**src/hdl/mat_mul_pkg.sv**
```systemverilog
`default_nettype none

package mat_mul_pkg;

  //////////////////////////////////////////////////////////////////////
  // Tile sizes
  //////////////////////////////////////////////////////////////////////

  localparam int TILE_N = 4;
  localparam int ELEM_W = 8;
  localparam int ACC_W  = 20;
  localparam int ADDR_W = 2;

  // One word per row, so the memories are exactly TILE_N deep
  localparam int MEM_DEPTH = 2 ** ADDR_W;

  //////////////////////////////////////////////////////////////////////
  // Element and row types
  //////////////////////////////////////////////////////////////////////

  typedef logic [ELEM_W-1:0] elem_t;
  typedef logic [ACC_W-1:0]  acc_t;
  typedef logic [ADDR_W-1:0] addr_t;

  // Element 0 sits in the low bits
  typedef elem_t [TILE_N-1:0] op_row_t;
  typedef acc_t  [TILE_N-1:0] res_row_t;

  // Index of the last step and the last result row
  localparam addr_t LAST_IDX = addr_t'(TILE_N - 1);

endpackage

`default_nettype wire
```
**src/hdl/mat_mul_top.sv**
```systemverilog
`timescale 1ns/100ps
`default_nettype none

module mat_mul_top import mat_mul_pkg::*; (
  input  logic     clk,
  input  logic     reset,
  input  logic     load_en,
  input  logic     read_en,
  input  addr_t    host_addr,
  input  op_row_t  host_data,
  input  logic     we_a,
  input  logic     we_b,
  input  logic     start_mat_mul,
  output logic     done_mat_mul,
  output res_row_t data_from_out_mat
);

  // Operand side
  addr_t    a_addr;
  addr_t    b_addr;
  op_row_t  op_wdata;
  logic     a_we;
  logic     b_we;
  op_row_t  a_col;
  op_row_t  b_row;
  logic     step_valid;
  logic     step_last;

  // Result side
  res_row_t snap_rows [TILE_N];
  logic     snap_valid;
  addr_t    c_addr;
  res_row_t c_wdata;
  logic     c_we;
  res_row_t c_rdata;

  //////////////////////////////////////////////////////////////////////
  // Fetch and operand memories
  //////////////////////////////////////////////////////////////////////

  operand_fetch u_fetch (
    .clk           (clk),
    .reset         (reset),
    .load_en       (load_en),
    .host_addr     (host_addr),
    .host_data     (host_data),
    .we_a          (we_a),
    .we_b          (we_b),
    .start_mat_mul (start_mat_mul),
    .a_addr        (a_addr),
    .b_addr        (b_addr),
    .wdata         (op_wdata),
    .a_we          (a_we),
    .b_we          (b_we),
    .step_valid    (step_valid),
    .step_last     (step_last)
  );

  // A holds one column per word
  tile_ram #(.word_t(op_row_t)) u_ram_a (
    .clk   (clk),
    .we    (a_we),
    .addr  (a_addr),
    .wdata (op_wdata),
    .rdata (a_col)
  );

  // B holds one row per word
  tile_ram #(.word_t(op_row_t)) u_ram_b (
    .clk   (clk),
    .we    (b_we),
    .addr  (b_addr),
    .wdata (op_wdata),
    .rdata (b_row)
  );

  //////////////////////////////////////////////////////////////////////
  // MAC array, drain and result memory
  //////////////////////////////////////////////////////////////////////

  mac_array u_mac (
    .clk        (clk),
    .reset      (reset),
    .a_col      (a_col),
    .b_row      (b_row),
    .step_valid (step_valid),
    .step_last  (step_last),
    .snap_rows  (snap_rows),
    .snap_valid (snap_valid)
  );

  result_drain u_drain (
    .clk               (clk),
    .reset             (reset),
    .snap_rows         (snap_rows),
    .snap_valid        (snap_valid),
    .read_en           (read_en),
    .host_addr         (host_addr),
    .c_rdata           (c_rdata),
    .c_addr            (c_addr),
    .c_wdata           (c_wdata),
    .c_we              (c_we),
    .done_mat_mul      (done_mat_mul),
    .data_from_out_mat (data_from_out_mat)
  );

  tile_ram #(.word_t(res_row_t)) u_ram_c (
    .clk   (clk),
    .we    (c_we),
    .addr  (c_addr),
    .wdata (c_wdata),
    .rdata (c_rdata)
  );

endmodule

`default_nettype wire

```
**src/hdl/result_drain.sv**
```systemverilog
`timescale 1ns/100ps
`default_nettype none

module result_drain import mat_mul_pkg::*; (
  input  logic     clk,
  input  logic     reset,
  input  res_row_t snap_rows [TILE_N],
  input  logic     snap_valid,
  input  logic     read_en,
  input  addr_t    host_addr,
  input  res_row_t c_rdata,
  output addr_t    c_addr,
  output res_row_t c_wdata,
  output logic     c_we,
  output logic     done_mat_mul,
  output res_row_t data_from_out_mat
);

  res_row_t rows_q [TILE_N];
  addr_t    row_cnt;
  logic     active;
  logic     done_pend;
  logic     read_en_q;
  addr_t    read_addr_q;
  logic     read_vld_q;

  //////////////////////////////////////////////////////////////////////
  // Drain of the snapshot into the result memory
  //////////////////////////////////////////////////////////////////////

  // Row 0 goes straight from the snapshot, the rest from the copy
  assign c_we    = snap_valid || active;
  assign c_addr  = c_we ? row_cnt : read_addr_q;
  assign c_wdata = active ? rows_q[row_cnt] : snap_rows[0];

  always_ff @(posedge clk) begin
    if (reset) begin
      active       <= 1'b0;
      row_cnt      <= '0;
      done_pend    <= 1'b0;
      done_mat_mul <= 1'b0;
    end else begin
      if (snap_valid) begin
        active  <= 1'b1;
        row_cnt <= addr_t'(1);
      end else if (active) begin
        row_cnt <= row_cnt + 1'b1;
        if (row_cnt == LAST_IDX) begin
          active  <= 1'b0;
          row_cnt <= '0;
        end
      end
      done_pend    <= active && (row_cnt == LAST_IDX);
      done_mat_mul <= done_pend;
    end
  end

  always_ff @(posedge clk) begin
    if (snap_valid) begin
      rows_q <= snap_rows;
    end
  end

  //////////////////////////////////////////////////////////////////////
  // Host read path
  //////////////////////////////////////////////////////////////////////

  always_ff @(posedge clk) begin
    if (reset) begin
      read_en_q         <= 1'b0;
      read_addr_q       <= '0;
      read_vld_q        <= 1'b0;
      data_from_out_mat <= '0;
    end else begin
      read_en_q   <= read_en;
      read_addr_q <= host_addr;
      // Read only counts when the drain left the port free
      read_vld_q  <= read_en_q && !c_we;
      if (read_vld_q) begin
        data_from_out_mat <= c_rdata;
      end
    end
  end

endmodule

`default_nettype wire

```
**src/hdl/mac_array.sv**
```systemverilog
`timescale 1ns/100ps
`default_nettype none

module mac_array import mat_mul_pkg::*; (
  input  logic     clk,
  input  logic     reset,
  input  op_row_t  a_col,
  input  op_row_t  b_row,
  input  logic     step_valid,
  input  logic     step_last,
  output res_row_t snap_rows [TILE_N],
  output logic     snap_valid
);

  acc_t acc      [TILE_N][TILE_N];
  acc_t acc_next [TILE_N][TILE_N];
  logic first_q;

  //////////////////////////////////////////////////////////////////////
  // Outer product of column k of A and row k of B
  //////////////////////////////////////////////////////////////////////

  always_comb begin
    for (int i = 0; i < TILE_N; i++) begin
      for (int j = 0; j < TILE_N; j++) begin
        // First step of a multiply starts from zero
        acc_next[i][j] = (first_q ? acc_t'(0) : acc[i][j])
                       + acc_t'(a_col[i]) * acc_t'(b_row[j]);
      end
    end
  end

  // Control
  always_ff @(posedge clk) begin
    if (reset) begin
      first_q    <= 1'b1;
      snap_valid <= 1'b0;
    end else begin
      if (step_valid) begin
        first_q <= step_last;
      end
      snap_valid <= step_valid && step_last;
    end
  end

  // Accumulators and result snapshot
  always_ff @(posedge clk) begin
    if (step_valid) begin
      acc <= acc_next;
    end
    if (step_valid && step_last) begin
      for (int i = 0; i < TILE_N; i++) begin
        for (int j = 0; j < TILE_N; j++) begin
          snap_rows[i][j] <= acc_next[i][j];
        end
      end
    end
  end

endmodule

`default_nettype wire

```
**src/hdl/operand_fetch.sv**
```systemverilog
`timescale 1ns/100ps
`default_nettype none

module operand_fetch import mat_mul_pkg::*; (
  input  logic    clk,
  input  logic    reset,
  input  logic    load_en,
  input  addr_t   host_addr,
  input  op_row_t host_data,
  input  logic    we_a,
  input  logic    we_b,
  input  logic    start_mat_mul,
  output addr_t   a_addr,
  output addr_t   b_addr,
  output op_row_t wdata,
  output logic    a_we,
  output logic    b_we,
  output logic    step_valid,
  output logic    step_last
);

  logic  load_q;
  addr_t host_addr_q;
  logic  busy;
  addr_t k;
  addr_t fetch_addr;
  logic  issue_valid;
  logic  issue_last;

  //////////////////////////////////////////////////////////////////////
  // Host access, one register stage
  //////////////////////////////////////////////////////////////////////

  always_ff @(posedge clk) begin
    if (reset) begin
      load_q      <= 1'b0;
      host_addr_q <= '0;
      a_we        <= 1'b0;
      b_we        <= 1'b0;
    end else begin
      load_q      <= load_en;
      host_addr_q <= host_addr;
      a_we        <= we_a && load_en;
      b_we        <= we_b && load_en;
    end
  end

  always_ff @(posedge clk) begin
    wdata <= host_data;
  end

  //////////////////////////////////////////////////////////////////////
  // Step sequencer
  //////////////////////////////////////////////////////////////////////

  always_ff @(posedge clk) begin
    if (reset) begin
      busy        <= 1'b0;
      k           <= '0;
      fetch_addr  <= '0;
      issue_valid <= 1'b0;
      issue_last  <= 1'b0;
      step_valid  <= 1'b0;
      step_last   <= 1'b0;
    end else begin
      // Start is dropped while a fetch is running
      if (!busy && start_mat_mul) begin
        busy <= 1'b1;
        k    <= '0;
      end else if (busy) begin
        fetch_addr <= k;
        k          <= k + 1'b1;
        if (k == LAST_IDX) begin
          busy <= 1'b0;
        end
      end
      issue_valid <= busy;
      issue_last  <= busy && (k == LAST_IDX);
      // Line up with the RAM read data
      step_valid  <= issue_valid;
      step_last   <= issue_last;
    end
  end

  // Host address wins while loading
  assign a_addr = load_q ? host_addr_q : fetch_addr;
  assign b_addr = load_q ? host_addr_q : fetch_addr;

endmodule

`default_nettype wire

```
**src/hdl/tile_ram.sv**
```systemverilog
`timescale 1ns/100ps
`default_nettype none

module tile_ram import mat_mul_pkg::*; #(
  parameter type word_t = op_row_t
) (
  input  logic  clk,
  input  logic  we,
  input  addr_t addr,
  input  word_t wdata,
  output word_t rdata
);

  word_t mem [MEM_DEPTH];

  // Power-up contents are zero, so an unwritten row reads back as zero
  initial begin
    for (int w = 0; w < MEM_DEPTH; w++) begin
      mem[w] = '0;
    end
  end

  // Single port, write-first, one cycle read latency
  always @(posedge clk) begin
    if (we) begin
      mem[addr] <= wdata;
      rdata     <= wdata;
    end else begin
      rdata <= mem[addr];
    end
  end

endmodule

`default_nettype wire

```
**config.mk**
```make
export PLATFORM = sky130hd
export DESIGN_NAME = mat_mul_top
export DESIGN_NICKNAME = d
export VERILOG_FILES = /design/src/hdl/mat_mul_pkg.sv /design/src/hdl/mat_mul_top.sv /design/src/hdl/result_drain.sv /design/src/hdl/mac_array.sv /design/src/hdl/operand_fetch.sv /design/src/hdl/tile_ram.sv
export SDC_FILE = /design/constraint.sdc
export NUM_CORES = 2
export LEC_CHECK = 0
export ABC_AREA = 1
export BUFFER_PORTS_ARGS = -buffer_cell sky130_fd_sc_hd__buf_2
export CAP_MARGIN = 10
export CORE_MARGIN = 1
export CORE_UTILIZATION = 30
export CTS_BUF_LIST = sky130_fd_sc_hd__clkbuf_2 sky130_fd_sc_hd__clkbuf_4 sky130_fd_sc_hd__clkbuf_8
export CTS_CLUSTER_DIAMETER = 150
export DETAILED_ROUTE_END_ITERATION = 7
export MAX_ROUTING_LAYER = met4
export PLACE_DENSITY = 0.46
export SLEW_MARGIN = 5
export SYNTH_ARGS = -nofsm -noshare
export SYNTH_HDL_FRONTEND = slang
export SYNTH_SLANG_ARGS = --single-unit
```
**constraint.sdc**
```tcl
create_clock -name clk -period 20.4 [get_ports clk]
set_input_delay 0 -clock clk [delete_from_list [all_inputs] [get_ports clk]]
set_output_delay 0 -clock clk [all_outputs]
set_load 0.005 [all_outputs]
```
# Word-level counts from Yosys, hierarchy flattened
# Memories as Yosys holds them, arrays and structs flattened. A register that Yosys moved wholly into a read port is not among the register bits.
# Index checks and enable logic that the tools add are counted.
# op_classes
addsub	18
mul	16
n_lt_le_gt_ge	1
n_eq_ne	2
muxes	37
bitwise_logic	2
reduce_logical	14
# ops
operator	count
adder 20 x 16 -> 20 bit	16
2-to-1 mux 20 bit	16
multiplier 8 x 8 -> 16 bit	16
2-to-1 mux 80 bit	3
binary-select mux 80 bit (select 2 bit)	1
2-to-1 mux 1 bit	14
logical AND 1 bit	7
2-to-1 mux 2 bit	3
adder 2 x 1 -> 2 bit (second input constant)	2
equality test 2 bit (second input constant)	2
OR reduction 2 bit	2
greater-or-equal comparator 3 bit (second input constant)	1
inverter 2 -> 3 bit	1
logical NOT 1 bit	2
AND reduction 2 bit	1
nonzero test 2 bit	1
logical OR 1 bit	1
inverter 1 bit	1
# word_totals
register_bits	1095
ramBits	576
in_bits	41
out_inout_bits	81
mem_count	3
# mem_list
memory	depth	word_bits	read_ports	rd_clocked_by_memory_dff	write_ports	line_no	text
u_ram_c.mem	4	80	1	1	1	tile_ram.sv:14	word_t mem [MEM_DEPTH];
u_ram_a.mem	4	32	1	1	1	tile_ram.sv:14	
u_ram_b.mem	4	32	1	1	1	tile_ram.sv:14	

# Depth between registers and ports, before layout
# depth
word_depth	5
mapped_depth	27
depth_no_buf	23

# Cells and area by module
# From an unflattened synthesis, not the netlist that was laid out.
# unflattened
cells_unflattened	12864
hier_area_um2	113551.4
# modules_own_cells
module	instances	cells_each	area_per_inst_um2
mac_array	1	8588	69218.9
result_drain	1	1898	17635.7
tile_ram at u_ram_c	1	1263	14609.0
tile_ram at u_ram_a ...	2	511	5477.8
operand_fetch	1	93	1132.3

# Worst setup path before layout
# Ideal clock, no wire load.
# synth_path
kind	register -> register
startpoint	register u_fetch.step_valid
endpoint	register u_mac.snap_rows[0] (netlist name)
setup_time_ns	0.644
arrival_ns	14.575
slack_ns	5.180
path_stages_with_launch	3
path_cell_list	dfxtp_1 > nand2_1 > inv_1
# synth_between
elab_chain_cells	1
# synth_lines
element	line_no	text
start, declared	operand_fetch.sv:18	output logic step_valid,
start signal, assigned	operand_fetch.sv:80	step_valid <= issue_valid;
logical AND 1 bit	mac_array.sv:51	if (step_valid && step_last) begin
# No other way between the ends.
# A chain may end at the register's enable or synchronous reset.

==> impl_table.tex <==
\begin{tabular}{lr}
\hline
Metric & Value \\
\hline
\multicolumn{2}{l}{\textbf{Placed design}} \\
\quad HPWL after DPL & 242000 microns \\
\quad GP Congestion & 0.906 \\
\quad Number of port buffers & 121 \\
\quad Instance area at placement & 112000 sq um \\
\multicolumn{2}{l}{\textbf{Timing}} \\
\quad Final worst clock skew & 0.0827 ns \\
\quad Number of pins with negative max-slew slack in the final report & 0 \\
\quad Final worst path period need & 7.58 ns \\
\quad Final number of setup-violating endpoints & 0 \\
\quad Setup repair after global routing missed its margin & false \\
\quad Worst-case headroom to the max-slew limit & 0.173 \\
\quad Final Hold Vio Count & 0 \\
\quad Max Clk Rate & 0.132 GHz \\
\quad Worst hold slack & 0.156 ns \\
\quad Final worst path period share & 0.371 \\
\quad Measured slew at the worst slew-check pin & 1.23 ns \\
\quad Final-layout setup total negative slack & 0 ns \\
\multicolumn{2}{l}{\textbf{Clocking}} \\
\quad Number of setup buffers added after CTS & 0 \\
\quad Clock network latency to the later pin of the worst-skew pair & 1.08 ns \\
\quad H-tree depth reported by CTS & 5 \\
\quad Deepest clock path buffer count & 4 \\
\quad Post-cts sizing count & 0 \\
\quad Total of hold buffers inserted after clock tree synthesis & 89 \\
\quad Clock tree from TritonCTS & built \\
\quad Clk pin slew, worst setup/hold paths & 0.06 ns \\
\quad Inserted Clock Buffers & 316 \\
\quad Number of sinks on the clock net & 1675 \\
\quad Clock root buffer master & sky130\_fd\_sc\_hd\_\_clkbuf\_8 \\
\multicolumn{2}{l}{\textbf{Worst setup path}} \\
\quad Endpoint type of the worst setup path & register \\
\quad Required time reported for the critical path endpoint & 21.15 ns \\
\quad Endpoint arrival time on the critical path & 8.32 ns \\
\quad Worst setup path class & reg2reg \\
\quad Startpoint Class & register \\
\quad CP max FO & 47 \\
\multicolumn{2}{l}{\textbf{Detailed routing}} \\
\quad DR vias/cell & 4.56 \\
\quad Total DRC errors in the routed layout & 0 \\
\quad Routed WL & 344000 microns \\
\quad Routed wire per std cell & 21.0 microns \\
\quad Number of DRC markers after the initial detailed-route iteration & 5246 \\
\quad Detailed-router iteration count before antenna repair & 6 \\
\quad Residual antenna-violating net count after detailed routing & 0 \\
\quad Total number of vias & 74800 \\
\multicolumn{2}{l}{\textbf{Synth}} \\
\quad Cell types occupying the most area after synthesis & sky130\_fd\_sc\_hd\_\_edfxtp\_1 (43\%), sky130\_fd\_sc\_hd\_\_fa\_1 (15\%), sky130\_fd\_sc\_hd\_\_nand2\_1 (8.1\%) \\
\quad Most used DFF post-synth & sky130\_fd\_sc\_hd\_\_edfxtp\_1 \\
\quad Average instance area after synthesis & 9.58 sq um \\
\quad Number of library cell types mapped by synthesis & 30 \\
\quad Post-synth top area share & 0.433 \\
\quad Cell Area, Synth & 106000 sq um \\
\quad Synthesized netlist net count & 12600 \\
\quad Async set-reset flop share out of synthesis & 0 \\
\quad Number of enable-type register cells in the synthesized netlist & 1536 \\
\quad Warning count from the yosys run & 0 \\
\quad Sequential element share of the synthesized area & 0.460 \\
\quad Cell taking the most area after synthesis & sky130\_fd\_sc\_hd\_\_edfxtp\_1 \\
\quad Syn Inst Count & 11100 \\
\quad Post-synthesis register bit count & 1675 \\
\multicolumn{2}{l}{\textbf{Global route}} \\
\quad Number of antenna violations at the first check in global routing & 33 \\
\quad Largest net degree at the start of global routing & 90 \\
\quad First-pass GRT wire length & 507000 microns \\
\quad Global Route Usage Sum & 0.197 \\
\quad GRT overflow & 0 \\
\quad Via count of the first global-routing pass & 76700 \\
\multicolumn{2}{l}{\textbf{Layout}} \\
\quad Post-layout nets & 12900 \\
\quad Design Area, Final & 120000 sq um \\
\quad Core utilization of the finished layout & 0.340 \\
\quad Area overhead of the layout relative to synthesis & 12.7\% \\
\quad Fraction of layout cells with a size suffix above 1 & 0.0806 \\
\multicolumn{2}{l}{\textbf{Floorplanning}} \\
\quad Core Region & 353000 sq um \\
\quad Die Y-Extent & 598 microns \\
\quad Number of ports placed on the die boundary & 122 \\
\quad Die Span X & 598 microns \\
\quad Total number of placement rows & 218 \\
\quad Initial core utilization & 0.302 \\
\quad Die Outline Area & 357000 sq um \\
\multicolumn{2}{l}{\textbf{Hold path}} \\
\quad Hold crit path type & in2reg \\
\multicolumn{2}{l}{\textbf{Power}} \\
\quad Power density relative to cell area & 172 nW/um\^{}2 \\
\quad Static leakage power & 55.3 nW \\
\quad Maximum resistive drop on vdd & 144 uV \\
\multicolumn{2}{l}{\textbf{Status}} \\
\quad Run status & completed \\
\multicolumn{2}{l}{\textbf{Job}} \\
\quad Max capacitance violation total & 0 \\
\hline
\end{tabular}
path summary, 6_finish.rpt:
kind / start / end / slack [ns] / cells after the start
worst max-delay path: register / u_mac.snap_rows[269]$_DFFE_PP_ / 12.82 / 18
worst min-delay path: host_data[3] / u_fetch.wdata[3]$_DFF_P_ / 0.16 / 3
worst max register to register: register / u_mac.snap_rows[269]$_DFFE_PP_ / 12.82 / 18
worst min register to register: u_mac.snap_rows[164]$_DFFE_PP_ / u_drain.rows_q[164]$_DFFE_PP_ / 0.37 / 0
synthesized netlist by cell type (38+ instances only):
cell type / number
sky130_fd_sc_hd__buf_2: 167
sky130_fd_sc_hd__fa_1: 800
sky130_fd_sc_hd__nand2_1: 2293
sky130_fd_sc_hd__ha_1: 658
sky130_fd_sc_hd__nor3_1: 38
sky130_fd_sc_hd__nor2_1: 1737
sky130_fd_sc_hd__o21ai_0: 471
sky130_fd_sc_hd__inv_2: 54
sky130_fd_sc_hd__xor2_1: 85
sky130_fd_sc_hd__a31oi_1: 81
sky130_fd_sc_hd__nand3_1: 178
sky130_fd_sc_hd__inv_1: 2284
sky130_fd_sc_hd__a21oi_1: 201
sky130_fd_sc_hd__edfxtp_1: 1536
sky130_fd_sc_hd__clkbuf_1: 159
sky130_fd_sc_hd__dfxtp_1: 139
critical path, stage by stage, from the launching register on:
cell,delay [ns]
sky130_fd_sc_hd__dfxtp_1,0.33
sky130_fd_sc_hd__inv_6,0.30
sky130_fd_sc_hd__buf_4,0.65
sky130_fd_sc_hd__buf_4,0.74
sky130_fd_sc_hd__a21oi_1,0.16
sky130_fd_sc_hd__a32oi_4,0.94
sky130_fd_sc_hd__inv_2,0.54
sky130_fd_sc_hd__nor2_1,0.28
sky130_fd_sc_hd__fa_1,0.45
sky130_fd_sc_hd__fa_1,0.52
sky130_fd_sc_hd__fa_1,0.49
sky130_fd_sc_hd__inv_1,0.05
sky130_fd_sc_hd__fa_1,0.47
sky130_fd_sc_hd__inv_1,0.04
sky130_fd_sc_hd__ha_1,0.34
sky130_fd_sc_hd__nand2_1,0.08
sky130_fd_sc_hd__nand3b_1,0.16
sky130_fd_sc_hd__nand2_1,0.14
sky130_fd_sc_hd__xor2_1,0.55
power breakdown:
part	total, W	leakage (nW)	switching [W]	internal [W]
Sequential	0.00507	15.1	0.0000762	0.00499
Combinational	0.0121	36.9	0.00806	0.00406
Clock	0.00348	3.43	0.00157	0.00191
layer usage:
layer | wire (microns) | GRT usage | up-vias
met5 | 0 | - | -
met4 | 8610 | 0.0510 | 0
met3 | 18700 | 0.0273 | 478
met2 | 157000 | 0.312 | 1924
met1 | 160000 | 0.266 | 37300
li1 | - | - | 35100
area by class of cell:
type,instances,area (sq um)
inverters,2338,8800
fillers,36100,233000
clock buffers,424,5290
diodes,14,35.0
clock inverters,143,1220
flip-flops and latches,1675,48900
well taps,4730,5920
repair buffers,350,2570
multi-input cells,6712,47100
sequential cells by signal, summed over array words and instances (netlist names), 2 cells and up, named ones only:
signal                     cells
u_fetch.wdata                 32
u_fetch.fetch_addr             2
u_ram_b.mem                  128
u_drain.row_cnt                2
u_ram_a.mem                  128
u_mac.snap_rows              320
u_drain.data_from_out_mat     80
u_fetch.k                      2
u_drain.rows_q               320
u_drain.read_addr_q            2
u_mac.acc                    320
u_ram_c.mem                  320
cell usage in the layout (no fill, tap or decap), types with 5 or more instances in the layout:
master | Yosys | routed
sky130_fd_sc_hd__a32oi_1 | 16 | 5
sky130_fd_sc_hd__or2_2 | 24 | 24
sky130_fd_sc_hd__a21oi_1 | 201 | 201
sky130_fd_sc_hd__nor2_4 | 0 | 11
sky130_fd_sc_hd__diode_2 | 0 | 14
sky130_fd_sc_hd__inv_6 | 0 | 7
sky130_fd_sc_hd__clkinv_2 | 0 | 43
sky130_fd_sc_hd__o21ai_1 | 15 | 17
sky130_fd_sc_hd__xnor2_1 | 27 | 27
sky130_fd_sc_hd__and2_1 | 14 | 14
sky130_fd_sc_hd__clkinvlp_4 | 0 | 7
sky130_fd_sc_hd__dfxtp_4 | 0 | 10
sky130_fd_sc_hd__dfxtp_1 | 139 | 129
sky130_fd_sc_hd__a31oi_1 | 81 | 78
sky130_fd_sc_hd__xor2_1 | 85 | 85
sky130_fd_sc_hd__inv_1 | 2284 | 2276
sky130_fd_sc_hd__clkinv_8 | 0 | 5
sky130_fd_sc_hd__nand3b_1 | 23 | 23
sky130_fd_sc_hd__o21ai_0 | 471 | 469
sky130_fd_sc_hd__fa_1 | 800 | 800
sky130_fd_sc_hd__edfxtp_1 | 1536 | 1536
sky130_fd_sc_hd__clkbuf_8 | 0 | 337
sky130_fd_sc_hd__a32oi_2 | 32 | 43
sky130_fd_sc_hd__buf_4 | 26 | 139
sky130_fd_sc_hd__nor2_1 | 1737 | 1726
sky130_fd_sc_hd__a32oi_4 | 16 | 16
sky130_fd_sc_hd__buf_2 | 167 | 120
sky130_fd_sc_hd__inv_2 | 54 | 55
sky130_fd_sc_hd__clkbuf_4 | 0 | 87
sky130_fd_sc_hd__nand2_1 | 2293 | 2293
sky130_fd_sc_hd__nor3_1 | 38 | 37
sky130_fd_sc_hd__nand3_1 | 178 | 178
sky130_fd_sc_hd__ha_1 | 658 | 658
sky130_fd_sc_hd__dlygate4sd3_1 | 0 | 89
sky130_fd_sc_hd__bufinv_16 | 0 | 17
sky130_fd_sc_hd__clkinv_1 | 0 | 60
cells by family (layout without fill, tap and decap cells):
group	after synthesis	in the layout	synth area share
AOI/OAI and AO/OA	835	835	0.0476
xor gates and xnor gates	112	112	0.00922
adders and majority gates	1458	1458	0.228
buffers and inverters	2723	3255	0.0994
DFF	1675	1675	0.460
other	0	14	0
and+or+nand+nor	4307	4307	0.156
per-stage QoR:
stage | cells | power [W] | setup slack (ns)
floorplan | 11100 | 0.0136 | 5.18
global placement | 15700 | 0.0171 | 12.95
detailed placement | 15700 | 0.0172 | 12.85
CTS | 16400 | 0.0208 | 12.82
global route | 16400 | 0.0226 | 12.56
finish | 16400 | 0.0207 | 12.82
Power figures use the tool's default switching activity.
